--- src/uart_cmd_pkg.sv ---
package uart_cmd_pkg;

  // Host command word, wr sits in bit 15
  typedef struct packed {
    logic       wr;
    logic [6:0] addr;
    logic [7:0] data;
  } cmd_t;

  // Read result returned to the host
  typedef struct packed {
    logic [7:0] data;
    logic       err;
  } rsp_t;

  typedef logic [7:0] frame_byte_t;

  // Idle bit periods between header and data frame of a write
  localparam int gap_bits = 2;

  // Bit that makes the count of ones in byte plus parity even
  function automatic logic even_parity(input frame_byte_t b);
    logic p;
    p = 1'b0;
    for (int i = 0; i < 8; i++)
    begin
      p = p ^ b[i];
    end
    return p;
  endfunction

endpackage

--- src/cmd_intake.sv ---
module cmd_intake (
  input  logic               clk,
  input  logic               rst_n,
  input  logic               cmd_req,
  input  uart_cmd_pkg::cmd_t cmd,
  input  logic               idle,
  output logic               cmd_ack,
  output logic               cmd_valid,
  output uart_cmd_pkg::cmd_t held_cmd
);

  logic accept;

  // New request only while the sequencer has nothing in flight
  assign accept = cmd_req && !cmd_ack && idle;

  always_ff @(posedge clk or negedge rst_n)
  begin
    if (!rst_n)
    begin
      cmd_ack   <= 1'b0;
      cmd_valid <= 1'b0;
    end
    else
    begin
      cmd_valid <= accept;                // One cycle pulse at latch
      if (accept)
        cmd_ack <= 1'b1;
      else if (!cmd_req)
        cmd_ack <= 1'b0;                  // Host released, close handshake
    end
  end

  always_ff @(posedge clk)
  begin
    if (accept)
      held_cmd <= cmd;                    // Held until the next accept
  end

  // Ack never rises while the request is low
  a_ack_after_req: assert property (
    @(posedge clk) disable iff (!rst_n)
    $rose(cmd_ack) |-> cmd_req
  );

endmodule

--- src/cmd_sequencer.sv ---
module cmd_sequencer #(
  parameter int bit_cycles = 434
) (
  input  logic                      clk,
  input  logic                      rst_n,
  input  logic                      cmd_valid,
  input  uart_cmd_pkg::cmd_t        held_cmd,
  input  logic                      tx_busy,
  input  logic                      rx_done,
  input  uart_cmd_pkg::frame_byte_t rx_byte,
  input  logic                      rx_err,
  input  logic                      rsp_busy,
  output logic                      idle,
  output logic                      tx_start,
  output uart_cmd_pkg::frame_byte_t tx_byte,
  output logic                      rx_enable,
  output logic                      rsp_load,
  output uart_cmd_pkg::rsp_t        rsp_word
);
  import uart_cmd_pkg::*;

  localparam int gap_cycles = gap_bits * bit_cycles;
  localparam int gap_w      = $clog2(gap_cycles);
  localparam logic [gap_w-1:0] gap_last = gap_w'(gap_cycles - 1);

  typedef enum logic [3:0] {
    s_idle,
    s_hdr,
    s_hdr_wait,
    s_gap,
    s_data,
    s_data_wait,
    s_rx,
    s_rsp,
    s_rsp_wait
  } state_t;

  state_t           state;
  logic [gap_w-1:0] gap_cnt;

  always_ff @(posedge clk or negedge rst_n)
  begin
    if (!rst_n)
    begin
      state   <= s_idle;
      gap_cnt <= '0;
    end
    else
    begin
      case (state)
        s_idle:
          if (cmd_valid)
            state <= s_hdr;
        s_hdr:
          state <= s_hdr_wait;            // Busy is up from here on
        s_hdr_wait:
          if (!tx_busy)
          begin
            gap_cnt <= '0;
            state   <= held_cmd.wr ? s_gap : s_rx;
          end
        s_gap:
          if (gap_cnt == gap_last)
            state <= s_data;
          else
            gap_cnt <= gap_cnt + 1'b1;
        s_data:
          state <= s_data_wait;
        s_data_wait:
          if (!tx_busy)
            state <= s_idle;
        s_rx:
          if (rx_done)
            state <= s_rsp;
        s_rsp:
          state <= s_rsp_wait;
        s_rsp_wait:
          if (!rsp_busy)
            state <= s_idle;              // Host finished all four phases
        default:
          state <= s_idle;
      endcase
    end
  end

  always_ff @(posedge clk)
  begin
    if (state == s_rx && rx_done)
      rsp_word <= '{data: rx_byte, err: rx_err};
  end

  assign idle     = (state == s_idle);
  assign tx_start = (state == s_hdr) || (state == s_data);
  assign tx_byte  = (state == s_data) ? held_cmd.data : {held_cmd.wr, held_cmd.addr};
  assign rsp_load = (state == s_rsp);

  // Armed during the header too, so a fast peer reply is not missed
  assign rx_enable = (state == s_rx) || (state == s_hdr_wait && !held_cmd.wr);

  a_no_start_busy: assert property (
    @(posedge clk) disable iff (!rst_n)
    tx_start |-> !tx_busy
  );

endmodule

--- src/uart_tx_frame.sv ---
module uart_tx_frame #(
  parameter int bit_cycles = 434
) (
  input  logic                      clk,
  input  logic                      rst_n,
  input  logic                      tx_start,
  input  uart_cmd_pkg::frame_byte_t tx_byte,
  output logic                      tx,
  output logic                      tx_busy
);
  import uart_cmd_pkg::*;

  localparam int cnt_w = $clog2(bit_cycles);
  localparam logic [cnt_w-1:0] cyc_last = cnt_w'(bit_cycles - 1);

  logic [10:0]      frame_q;              // Stop, parity, data, start
  logic [cnt_w-1:0] cyc_cnt;
  logic [3:0]       bit_idx;

  always_ff @(posedge clk or negedge rst_n)
  begin
    if (!rst_n)
    begin
      frame_q <= '1;                      // Line idles high
      cyc_cnt <= '0;
      bit_idx <= '0;
      tx_busy <= 1'b0;
    end
    else if (!tx_busy)
    begin
      if (tx_start)
      begin
        frame_q <= {1'b1, even_parity(tx_byte), tx_byte, 1'b0};
        cyc_cnt <= '0;
        bit_idx <= '0;
        tx_busy <= 1'b1;
      end
    end
    else if (cyc_cnt == cyc_last)
    begin
      cyc_cnt <= '0;
      frame_q <= {1'b1, frame_q[10:1]};   // Next bit, refill with idle
      if (bit_idx == 4'd10)
        tx_busy <= 1'b0;                  // Stop bit done
      else
        bit_idx <= bit_idx + 1'b1;
    end
    else
    begin
      cyc_cnt <= cyc_cnt + 1'b1;
    end
  end

  assign tx = frame_q[0];

  a_idle_high: assert property (
    @(posedge clk) disable iff (!rst_n)
    !tx_busy |-> tx
  );

endmodule

--- src/uart_rx_frame.sv ---
module uart_rx_frame #(
  parameter int bit_cycles = 434
) (
  input  logic                      clk,
  input  logic                      rst_n,
  input  logic                      rx,
  input  logic                      rx_enable,
  output logic                      rx_done,
  output uart_cmd_pkg::frame_byte_t rx_byte,
  output logic                      rx_err
);
  import uart_cmd_pkg::*;

  localparam int cnt_w = $clog2(bit_cycles);
  localparam logic [cnt_w-1:0] cyc_last = cnt_w'(bit_cycles - 1);
  localparam logic [cnt_w-1:0] cyc_mid  = cnt_w'(bit_cycles / 2);

  logic             rx_meta;
  logic             rx_sync;
  logic             rx_prev;
  logic             busy;
  logic             start_edge;
  logic             mid_bit;
  logic [cnt_w-1:0] cyc_cnt;
  logic [3:0]       bit_idx;              // 0 start, 1..8 data, 9 parity, 10 stop
  frame_byte_t      data_q;
  logic             par_q;

  always_ff @(posedge clk or negedge rst_n)
  begin
    if (!rst_n)
    begin
      rx_meta <= 1'b1;
      rx_sync <= 1'b1;
      rx_prev <= 1'b1;
    end
    else
    begin
      rx_meta <= rx;
      rx_sync <= rx_meta;
      rx_prev <= rx_sync;
    end
  end

  assign start_edge = rx_enable && !busy && rx_prev && !rx_sync;
  assign mid_bit    = busy && (cyc_cnt == cyc_mid);

  always_ff @(posedge clk or negedge rst_n)
  begin
    if (!rst_n)
    begin
      busy    <= 1'b0;
      cyc_cnt <= '0;
      bit_idx <= '0;
      rx_done <= 1'b0;
    end
    else
    begin
      rx_done <= 1'b0;
      if (start_edge)
      begin
        busy    <= 1'b1;
        cyc_cnt <= '0;
        bit_idx <= '0;
      end
      else if (busy)
      begin
        if (cyc_cnt == cyc_last)
        begin
          cyc_cnt <= '0;
          bit_idx <= bit_idx + 1'b1;
        end
        else
        begin
          cyc_cnt <= cyc_cnt + 1'b1;
        end
        if (mid_bit && bit_idx == 4'd0 && rx_sync)
          busy <= 1'b0;                   // Glitch, not a start bit
        else if (mid_bit && bit_idx == 4'd10)
        begin
          busy    <= 1'b0;                // Free again at mid stop
          rx_done <= 1'b1;
        end
      end
    end
  end

  always_ff @(posedge clk)
  begin
    if (mid_bit)
    begin
      if (bit_idx >= 4'd1 && bit_idx <= 4'd8)
        data_q <= {rx_sync, data_q[7:1]};  // LSB first
      else if (bit_idx == 4'd9)
        par_q <= rx_sync;
      else if (bit_idx == 4'd10)
      begin
        rx_byte <= data_q;
        rx_err  <= (par_q != even_parity(data_q)) || !rx_sync;
      end
    end
  end

endmodule

--- src/rsp_port.sv ---
module rsp_port (
  input  logic               clk,
  input  logic               rst_n,
  input  logic               rsp_load,
  input  uart_cmd_pkg::rsp_t rsp_word,
  input  logic               rsp_ack,
  output logic               rsp_req,
  output uart_cmd_pkg::rsp_t rsp,
  output logic               rsp_busy
);

  always_ff @(posedge clk or negedge rst_n)
  begin
    if (!rst_n)
    begin
      rsp_req  <= 1'b0;
      rsp_busy <= 1'b0;
    end
    else if (!rsp_busy)
    begin
      if (rsp_load)
      begin
        rsp_req  <= 1'b1;
        rsp_busy <= 1'b1;
      end
    end
    else if (rsp_req)
    begin
      if (rsp_ack)
        rsp_req <= 1'b0;                  // Host took the data
    end
    else if (!rsp_ack)
    begin
      rsp_busy <= 1'b0;                   // Ack low, handshake closed
    end
  end

  always_ff @(posedge clk)
  begin
    if (rsp_load && !rsp_busy)
      rsp <= rsp_word;
  end

  a_rsp_stable: assert property (
    @(posedge clk) disable iff (!rst_n)
    rsp_req && $past(rsp_req) |-> $stable(rsp)
  );

endmodule

--- src/uart_cmd_top.sv ---
module uart_cmd_top #(
  parameter int bit_cycles = 434          // Clocks per bit, even and at least 4
) (
  input  logic               clk,
  input  logic               rst_n,
  input  logic               cmd_req,
  input  uart_cmd_pkg::cmd_t cmd,
  input  logic               rx,
  input  logic               rsp_ack,
  output logic               cmd_ack,
  output logic               tx,
  output logic               rsp_req,
  output uart_cmd_pkg::rsp_t rsp
);
  import uart_cmd_pkg::*;

  logic        cmd_valid;
  cmd_t        held_cmd;
  logic        idle;
  logic        tx_start;
  frame_byte_t tx_byte;
  logic        tx_busy;
  logic        rx_enable;
  logic        rx_done;
  frame_byte_t rx_byte;
  logic        rx_err;
  logic        rsp_load;
  rsp_t        rsp_word;
  logic        rsp_busy;

  cmd_intake u_intake (
    .clk       (clk),
    .rst_n     (rst_n),
    .cmd_req   (cmd_req),
    .cmd       (cmd),
    .idle      (idle),
    .cmd_ack   (cmd_ack),
    .cmd_valid (cmd_valid),
    .held_cmd  (held_cmd)
  );

  cmd_sequencer #(.bit_cycles(bit_cycles)) u_seq (
    .clk       (clk),
    .rst_n     (rst_n),
    .cmd_valid (cmd_valid),
    .held_cmd  (held_cmd),
    .tx_busy   (tx_busy),
    .rx_done   (rx_done),
    .rx_byte   (rx_byte),
    .rx_err    (rx_err),
    .rsp_busy  (rsp_busy),
    .idle      (idle),
    .tx_start  (tx_start),
    .tx_byte   (tx_byte),
    .rx_enable (rx_enable),
    .rsp_load  (rsp_load),
    .rsp_word  (rsp_word)
  );

  uart_tx_frame #(.bit_cycles(bit_cycles)) u_tx (
    .clk      (clk),
    .rst_n    (rst_n),
    .tx_start (tx_start),
    .tx_byte  (tx_byte),
    .tx       (tx),
    .tx_busy  (tx_busy)
  );

  uart_rx_frame #(.bit_cycles(bit_cycles)) u_rx (
    .clk       (clk),
    .rst_n     (rst_n),
    .rx        (rx),
    .rx_enable (rx_enable),
    .rx_done   (rx_done),
    .rx_byte   (rx_byte),
    .rx_err    (rx_err)
  );

  rsp_port u_rsp (
    .clk      (clk),
    .rst_n    (rst_n),
    .rsp_load (rsp_load),
    .rsp_word (rsp_word),
    .rsp_ack  (rsp_ack),
    .rsp_req  (rsp_req),
    .rsp      (rsp),
    .rsp_busy (rsp_busy)
  );

endmodule

--- config.mk ---
export PLATFORM = sky130hd
export DESIGN_NAME = uart_cmd_top
export DESIGN_NICKNAME = d
export VERILOG_FILES = /design/src/uart_cmd_pkg.sv /design/src/cmd_intake.sv /design/src/cmd_sequencer.sv /design/src/uart_tx_frame.sv /design/src/uart_rx_frame.sv /design/src/rsp_port.sv /design/src/uart_cmd_top.sv
export SDC_FILE = /design/constraint.sdc
export NUM_CORES = 1
export LEC_CHECK = 0
export BUFFER_PORTS_ARGS = -buffer_cell sky130_fd_sc_hd__buf_2
export CORE_MARGIN = 1.5
export CORE_UTILIZATION = 54
export CTS_CLUSTER_SIZE = 14
export DETAILED_ROUTE_END_ITERATION = 10
export PLACE_DENSITY_LB_ADDON = 0.08
export SKIP_CTS_REPAIR_TIMING = 1
export SLEW_MARGIN = 20
export SYNTH_ARGS = -nofsm -noshare
export SYNTH_HDL_FRONTEND = slang
export SYNTH_HIERARCHICAL = 1
export SYNTH_SLANG_ARGS = --single-unit
--- constraint.sdc ---
create_clock -name clk -period 2.1 [get_ports clk]
set_input_delay 0.105 -clock clk [delete_from_list [all_inputs] [get_ports clk]]
set_output_delay 0.105 -clock clk [all_outputs]
set_load 0.1 [all_outputs]
* Word-level counts from Yosys, hierarchy flattened
Index checks and enable logic that the tools add are counted.
Word-level totals: register bits after elaboration 113, output and inout bits 12
Cells by class: multiplexer cells 50, equal/unequal tests 26, bitwise gates (word level) 16, $lt $le $gt $ge 2, reduce and logical (&&, ||, !) cells 36, add/sub/neg operators 5
Operator list (count):
- $mux 9 | 6
- $mux 4 | 13
- $pmux 4 s9 | 1
- $mux 11 | 3
- $mux 1 | 22
- $mux 10 | 2
- $pmux 10 s2 | 1
- $add 9x1->9 const B | 2
- $eq 9x9->1 const B | 2
- $eq 4x3->1 const B | 4
- $eq 4x4->1 const B | 4
- $ne 2x2->1 const B | 7
- $xor 1x1->1 | 14
- $logic_and 1x1->1 | 13
- $add 10x1->10 const B | 1
- $eq 10x10->1 const B | 1
- $reduce_bool 2->1 | 5
- $eq 9x8->1 const B | 1
- $reduce_and 3->1 | 3
- $add 4x1->4 const B | 2
- $eq 4x2->1 const B | 2
- $logic_not 4->1 | 2
- $mux 8 | 1
- $ne 2x1->1 const B | 3
- 11 further kinds | 20

* Longest topological paths before layout
Gate-level depths: netlist of run 1.
depth after elaboration 11, gate-level depth with buffers 10, mapped depth without buffers 7

* Modules after synthesis
The synthesis of run 1 kept the hierarchy.
Modules (own cells, without submodules):
- uart_rx_frame | seq. area each 994.7 um2, cells each 124, area each 1627.8 um2, times used 1
- uart_tx_frame | seq. area each 613.1 um2, cells each 139, area each 1358.8 um2, times used 1
- cmd_sequencer | seq. area each 620.6 um2, cells each 116, area each 1322.5 um2, times used 1
- cmd_intake | seq. area each 530.5 um2, cells each 20, area each 546.8 um2, times used 1
- rsp_port | seq. area each 320.3 um2, cells each 16, area each 351.6 um2, times used 1

* Least setup slack after synthesis of run 1
Ideal clock, no wire load.
path kind reg2reg, from register u_rx.cyc_cnt[5], to register u_rx.rx_byte[0] (enable), path slack -0.169 ns, clock period less this slack 2.269 ns, arrival time 1.870 ns, required time 1.701 ns, path buffers 0, cell stages (with the launch flop) 4, cells stage by stage dfrtp_1 > nor4_1 > nand4_1 > nor4_1
Between the ends: longest elaborated chain between the ends 3
RTL lines:
- start: declaration | line uart_rx_frame.sv:24 | logic [cnt_w-1:0] cyc_cnt;
- start signal: assignment | line uart_rx_frame.sv:75 | cyc_cnt <= cyc_cnt + 1'b1;
- $eq 9x8->1 | line uart_rx_frame.sv:46 | assign mid_bit = busy && (cyc_cnt == cyc_mid);
- $logic_and 1x1->1 | line uart_rx_frame.sv:46
- $reduce_and 4->1 (no source line)
- end signal: assignment | line uart_rx_frame.sv:98 | rx_byte <= data_q;
- end: declaration | line uart_rx_frame.sv:9 | output uart_cmd_pkg::frame_byte_t rx_byte,
Every way passes these cells. A chain may end at the register's enable or synchronous reset.

* Worst setup path after layout of run 1
from register u_seq.gap_cnt[0], to register u_seq.state[0]
Between the ends: longest elaborated chain between the ends 3
RTL lines:
- start: declaration | line cmd_sequencer.sv:39 | logic [gap_w-1:0] gap_cnt;
- start signal: assignment | line cmd_sequencer.sv:66 | gap_cnt <= gap_cnt + 1'b1;
- $eq 10x10->1 | line cmd_sequencer.sv:63 | if (gap_cnt == gap_last)
- $ne 2x1->1 (no source line)
- $reduce_and 6->1 (no source line)
- end signal: assignment | line cmd_sequencer.sv:64 | state <= s_data;
- end signal: assignment | line cmd_sequencer.sv:68 | state <= s_data_wait;
- end signal: assignment | line cmd_sequencer.sv:71 | state <= s_idle;
- end: declaration | line cmd_sequencer.sv:38 | state_t state;
Every way passes these cells.

==> flow_summary.toml, run 1 <==
[clocking]
htree_levels = 3
cts_tree = "built"
clkTransAtPathRegs_ns = 0.11
cts.sinks = 112
clock_latency_ns = 0.38
clk_path_buf_depth = 2
cts_buffers = 9
root_buffer = "clkbuf_8"

[critical_path]
critical_path_arrival_ns = 2.36
crit_fanout = 5
start_kind = "flop"
cp_cell_sequence = "ha_1 > or4b_4 > o31ai_4 > o221ai_2 > mux2_4"
slowest_stage = "or4b_4"
crit_family = "compound AO/OA/AOI/OAI gates"
cp_slowest_stage_delay_ns = 0.52
crit_type = "reg -> reg"
required_ns = 2.36
endpoint_kind = "flop"
cp.buffers_inverters = 0

[detailed_routing]
drt_iter0_drc = 164
drc = 0
wl_mm = 9.193
ant_nets = 0
wl_per_cell_um = 14.66
routed-via-count = 3437
post_drt_via_cell_ratio = 5.482
firstDrtPassIters = 4

[synthesis]
synth_area_um2 = 5207
syn-num-nets = 447
ys.flop_type = "edfxtp_1"
synth_area_leaders = "edfxtp_1, dfrtp_1, dfstp_2"
yosys_warnings = 6
yosys.area.top_type = "edfxtp_1"
avgSynthCellArea_um2 = 12.55
ys_seq_elements = 112
synth-async-reset-ratio_pct = 53.57
synth_cells = 415
yosysUniqueCellTypes = 74
ys_seq_area_share_pct = 59.13
synth_top_cell_area_share_pct = 29.99
synth_edf_count = 52

[timing]
fin_ws_ns = 0.004221
finClkSkew_ns = 0.01540
worstMarginPinSlew_ns = 0.4630
relSlewSlack_pct = 68.73
finalHoldViolCount = 0
final-max-slew-violation-count = 0
fin_crit_sh_pct = 99.80
clock.fmax_ghz = 0.4772
rsz0062_at_grt = "true"
finalCriticalPeriod_ns = 2.096
final-setup-viol-count = 0
whs_ns = 0.009293

[pwr]
leakagePower_nw = 2.522
power.density_nw_per_um2 = 1082
ir_drop_mv = 0.6669
power_mw = 6.638

[grt]
gr-total-overflow = 0
gr-max-usage-layer = "met2"
globalRouteTotalUtil_pct = 18.86
grt_pass1_vias = 3307
grtUsageMet1_pct = 26.43
use_met3_pct = 3.244
grt_pass1_wl_mm = 15.24
met2_usage_pct = 29.94
antenna_found_initial = 0
grt_start_max_net_pins = 61

[final_layout]
fin_nets = 525
final_cell_mix = "edfxtp_1, dfrtp_1, nand2_1"
layout-drive-gt1-share_pct = 25.70
area.growth.synth_to_final_pct = 17.85
num-fill-cells = 743
final_common_cell = "edfxtp_1"
antenna_cells = 0

[flow_run]
maxCapViolCount = 0

[die]
num_rows = 35
die_area_um2 = 10240
core_um2 = 9284
fp.dieW_um = 101.2
die_h_um = 101.2
io_pins = 33
start_util_pct = 56.09

[place]
port_buffers = 32
dp_hpwl_mm = 6.213
dp_slack_ns = 0.03316
gp_congestion = 0.8405

[run_status]
outcome = "completed"

[min_path]
hold_path.class = "in -> reg"
flip-flops by register name, indices dropped and copies added (netlist names), 8 cells and up:
register and count:
u_tx/cyc_cnt 9, u_rx/cyc_cnt 9, u_rx/rx_byte 8, u_rsp/rsp 9
u_seq/rsp_word 9, u_rx/data_q 8, u_seq/gap_cnt 10, u_intake/held_cmd 16
u_tx/frame_q 10
Yosys cell counts, types with 4 or more instances:
master    count
a211o_1       4
o211ai_1      4
clkbuf_1      6
dfstp_2      13
dfrtp_1      47
nor2_1       10
nor2_2        6
mux2i_1      10
nand2_1      36
nand2b_1      8
xnor2_1      14
nand4_1       5
nor4_1        7
xor2_1        9
o31ai_1       5
a21oi_1       7
inv_1        15
a31oi_1       6
edfxtp_1     52
o21ai_0      23
ha_1         11
and3_1        8
nor3_1       10
nand3_1      15
mux2_2        8
tightest hold or removal path: cells and delay by family:
kind,cells,cell delay [ns]
buffers and inverters,1,0.10
AOI/OAI and AO/OA,1,0.10
and+or+nand+nor,1,0.05
power breakdown:
group	leakage (nW)	switching [mW]	internal, mW
Clock	0.103	0.803	0.478
Sequential	1.22	0.351	2.75
Combinational	1.20	1.29	0.968
per-stage QoR:
stage	setup TNS, ns	cell area, µm²	utilization (%)	cells
5_1_grt	-0.2248	6137	66.11	627
3_3_place_gp	0	5709	61.50	590
2_1_floorplan	0	5225	-	415
6_report	0	6137	66.11	627
4_1_cts	0	5909	63.65	606
3_5_place_dp	0	5709	61.50	590
cells by family (layout without fill, tap and decap cells):
| kind of cell | Yosys count | in the layout | synth area share (%) |
|---|---|---|---|
| adder cells (fa/ha/maj) | 11 | 11 | 2.643 |
| AND/OR/NAND/NOR | 138 | 138 | 15.91 |
| XOR/XNOR | 24 | 24 | 4.301 |
| multiplexers | 19 | 19 | 3.940 |
| buffers and inverters | 30 | 113 | 2.859 |
| AO/OA/AOI/OAI | 81 | 81 | 11.22 |
| flip-flops | 112 | 112 | 59.13 |
final timing paths:
kind	startpoint	endpoint	slack, ns	cells past startpoint
max in group asynchronous	rst_n	u_rx/rx_prev	1.52	3
min in group asynchronous	rst_n	u_tx/cyc_cnt[6]	0.25	3
max	u_seq/gap_cnt[0]	u_seq/state[0]	0.004	5
min	rsp_ack	u_rsp/rsp_req	0.009	3
min reg2reg	u_rx/rx_meta	u_rx/rx_sync	0.39	0
max reg2reg	u_seq/gap_cnt[0]	u_seq/state[0]	0.004	5
per-layer routing:
metal,part of all wire [%],vias to the layer above
met5,0,-
met4,1.3,0
met3,2.7,9
met2,47,57
met1,49,1667
li1,-,1704
final cells by class:
type / count / area, µm² / area share (%)
Clock buffer: 9 / 123.9 / 2.018
Clock inverter: 7 / 76.32 / 1.244
Inverter: 15 / 56.30 / 0.9174
Multi-Input combinational cell: 273 / 2014 / 32.82
Sequential cell: 112 / 3080 / 50.19
Tap cell: 129 / 161.4 / 2.630
Timing Repair Buffer: 82 / 624.3 / 10.17
(Power assumes the default switching activity.)
==> run 2, diff against run 1 <==
- HOLD_SLACK_MARGIN: not set -> 0.02
==> flow_summary.toml, run 2 (synthesis results as in run 1) <==
[clocking]
root_buffer = "clkbuf_8"
cts.sinks = 112
htree_levels = 3
cts_buffers = 9
clk_path_buf_depth = 2
cts_tree = "built"
clock_latency_ns = 0.38
clkTransAtPathRegs_ns = 0.11

[grt]
grt_start_max_net_pins = 61
grt_pass1_vias = 3307
grt_pass1_wl_mm = 15.24
gr-total-overflow = 0
antenna_found_initial = 0
globalRouteTotalUtil_pct = 18.86

[flow_run]
maxCapViolCount = 0

[die]
die_area_um2 = 10240
num_rows = 35
start_util_pct = 56.09
die_h_um = 101.2
fp.dieW_um = 101.2
core_um2 = 9284
io_pins = 33

[place]
port_buffers = 32
dp_slack_ns = 0.03316
dp_hpwl_mm = 6.213
gp_congestion = 0.8405

[final_layout]
postLayoutCoreUtil_pct = 66.21
fin_nets = 526
largestRegisters = "u_intake/held_cmd: 16 flops, u_seq/gap_cnt: 10 flops, u_tx/frame_q: 10 flops"
final_common_cell = "edfxtp_1"
num-fill-cells = 742
regMostFlops = "u_intake/held_cmd"
layout-drive-gt1-share_pct = 25.65
seq_area_um2 = 3080
antenna_cells = 0
multi_input_area_um2 = 2014
final_cell_mix = "edfxtp_1, dfrtp_1, nand2_1"
largest_reg_flops = 16
area.growth.synth_to_final_pct = 18.04

[timing]
relSlewSlack_pct = 67.50
finClkSkew_ns = 0.01459
rsz0062_at_grt = "true"
finalCriticalPeriod_ns = 2.097
final-setup-viol-count = 0
worstMarginPinSlew_ns = 0.4857
clock.fmax_ghz = 0.4770
fin_crit_sh_pct = 99.83
finalHoldViolCount = 0
final-max-slew-violation-count = 0
whs_ns = 0.2497
fin_ws_ns = 0.003472

[detailed_routing]
firstDrtPassIters = 4
ant_nets = 0
wl_per_cell_um = 14.64
drt_iter0_drc = 162
post_drt_via_cell_ratio = 5.511
wl_mm = 9.196
drc = 0
routed-via-count = 3461

[critical_path]
endpoint_kind = "flop"
crit_type = "reg -> reg"
required_ns = 2.36
critical_path_arrival_ns = 2.36
start_kind = "flop"
crit_fanout = 5

[pwr]
leakagePower_nw = 2.526
ir_drop_mv = 0.6667
power.density_nw_per_um2 = 1080
power_mw = 6.636

[min_path]
hold_path.class = "in -> async"

[run_status]
outcome = "completed"
[run 2: cell count changes in the layout (fill, tap and decap cells not counted)]
cell and change:
dlygate4sd3_1 +1
[run 2: path summary, 6_finish.rpt]
| check | end | from | slack (ns) | cells past startpoint |
|---|---|---|---|---|
| worst max-delay path | u_seq/state[0] | u_seq/gap_cnt[0] | 0.003 | 5 |
| worst min-delay path | u_tx/cyc_cnt[6] | rst_n | 0.25 | 3 |
| max in group asynchronous | u_rx/rx_prev | rst_n | 1.52 | 3 |
| worst max register to register | u_seq/state[0] | u_seq/gap_cnt[0] | 0.003 | 5 |
| worst min register to register | u_rx/rx_sync | u_rx/rx_meta | 0.39 | 0 |
| min in group clk | u_rx/rx_meta | rx | 0.36 | 2 |
[run 2: area by class of cell]
class                      instances  area share [%]
tap                              129           2.626
inverter                          15          0.9159
timing repair buffer              83           10.32
sequential                       112           50.11
clock inverter                     7           1.242
clock buffer                       9           2.015
multi-input combinational        273           32.77
[run 2: metal layers]
layer / GRT usage [%] / vias up / wire length [µm]
met3: 3.244 / 9 / 255
met2: 29.94 / 59 / 4381
met5: 0 / - / 0
li1: - / 1707 / -
met4: 6.731 / 0 / 121
met1: 26.43 / 1686 / 4438
[run 2: per-stage QoR]
stage	setup TNS, ns	cells	area (µm²)
floorplan	0	415	5225
global placement	0	590	5709
detailed placement	0	590	5709
CTS	0	606	5909
global route	-0.2248	628	6147
finish	0	628	6147
[run 2: worst max-delay path, stage by stage, from the launching register on]
cell and delay [ns]:
dfrtp_1 0.41, ha_1 0.19, or4b_4 0.52, o31ai_4 0.34, o221ai_2 0.21, mux2_4 0.33
[run 2: power breakdown]
group	total, mW	leakage, nW	internal [mW]	switching, mW
sequential	3.10	1.22	2.75	0.351
clock	1.28	0.103	0.478	0.800
combinational	2.26	1.21	0.969	1.29
total	6.64	2.53	4.20	2.44
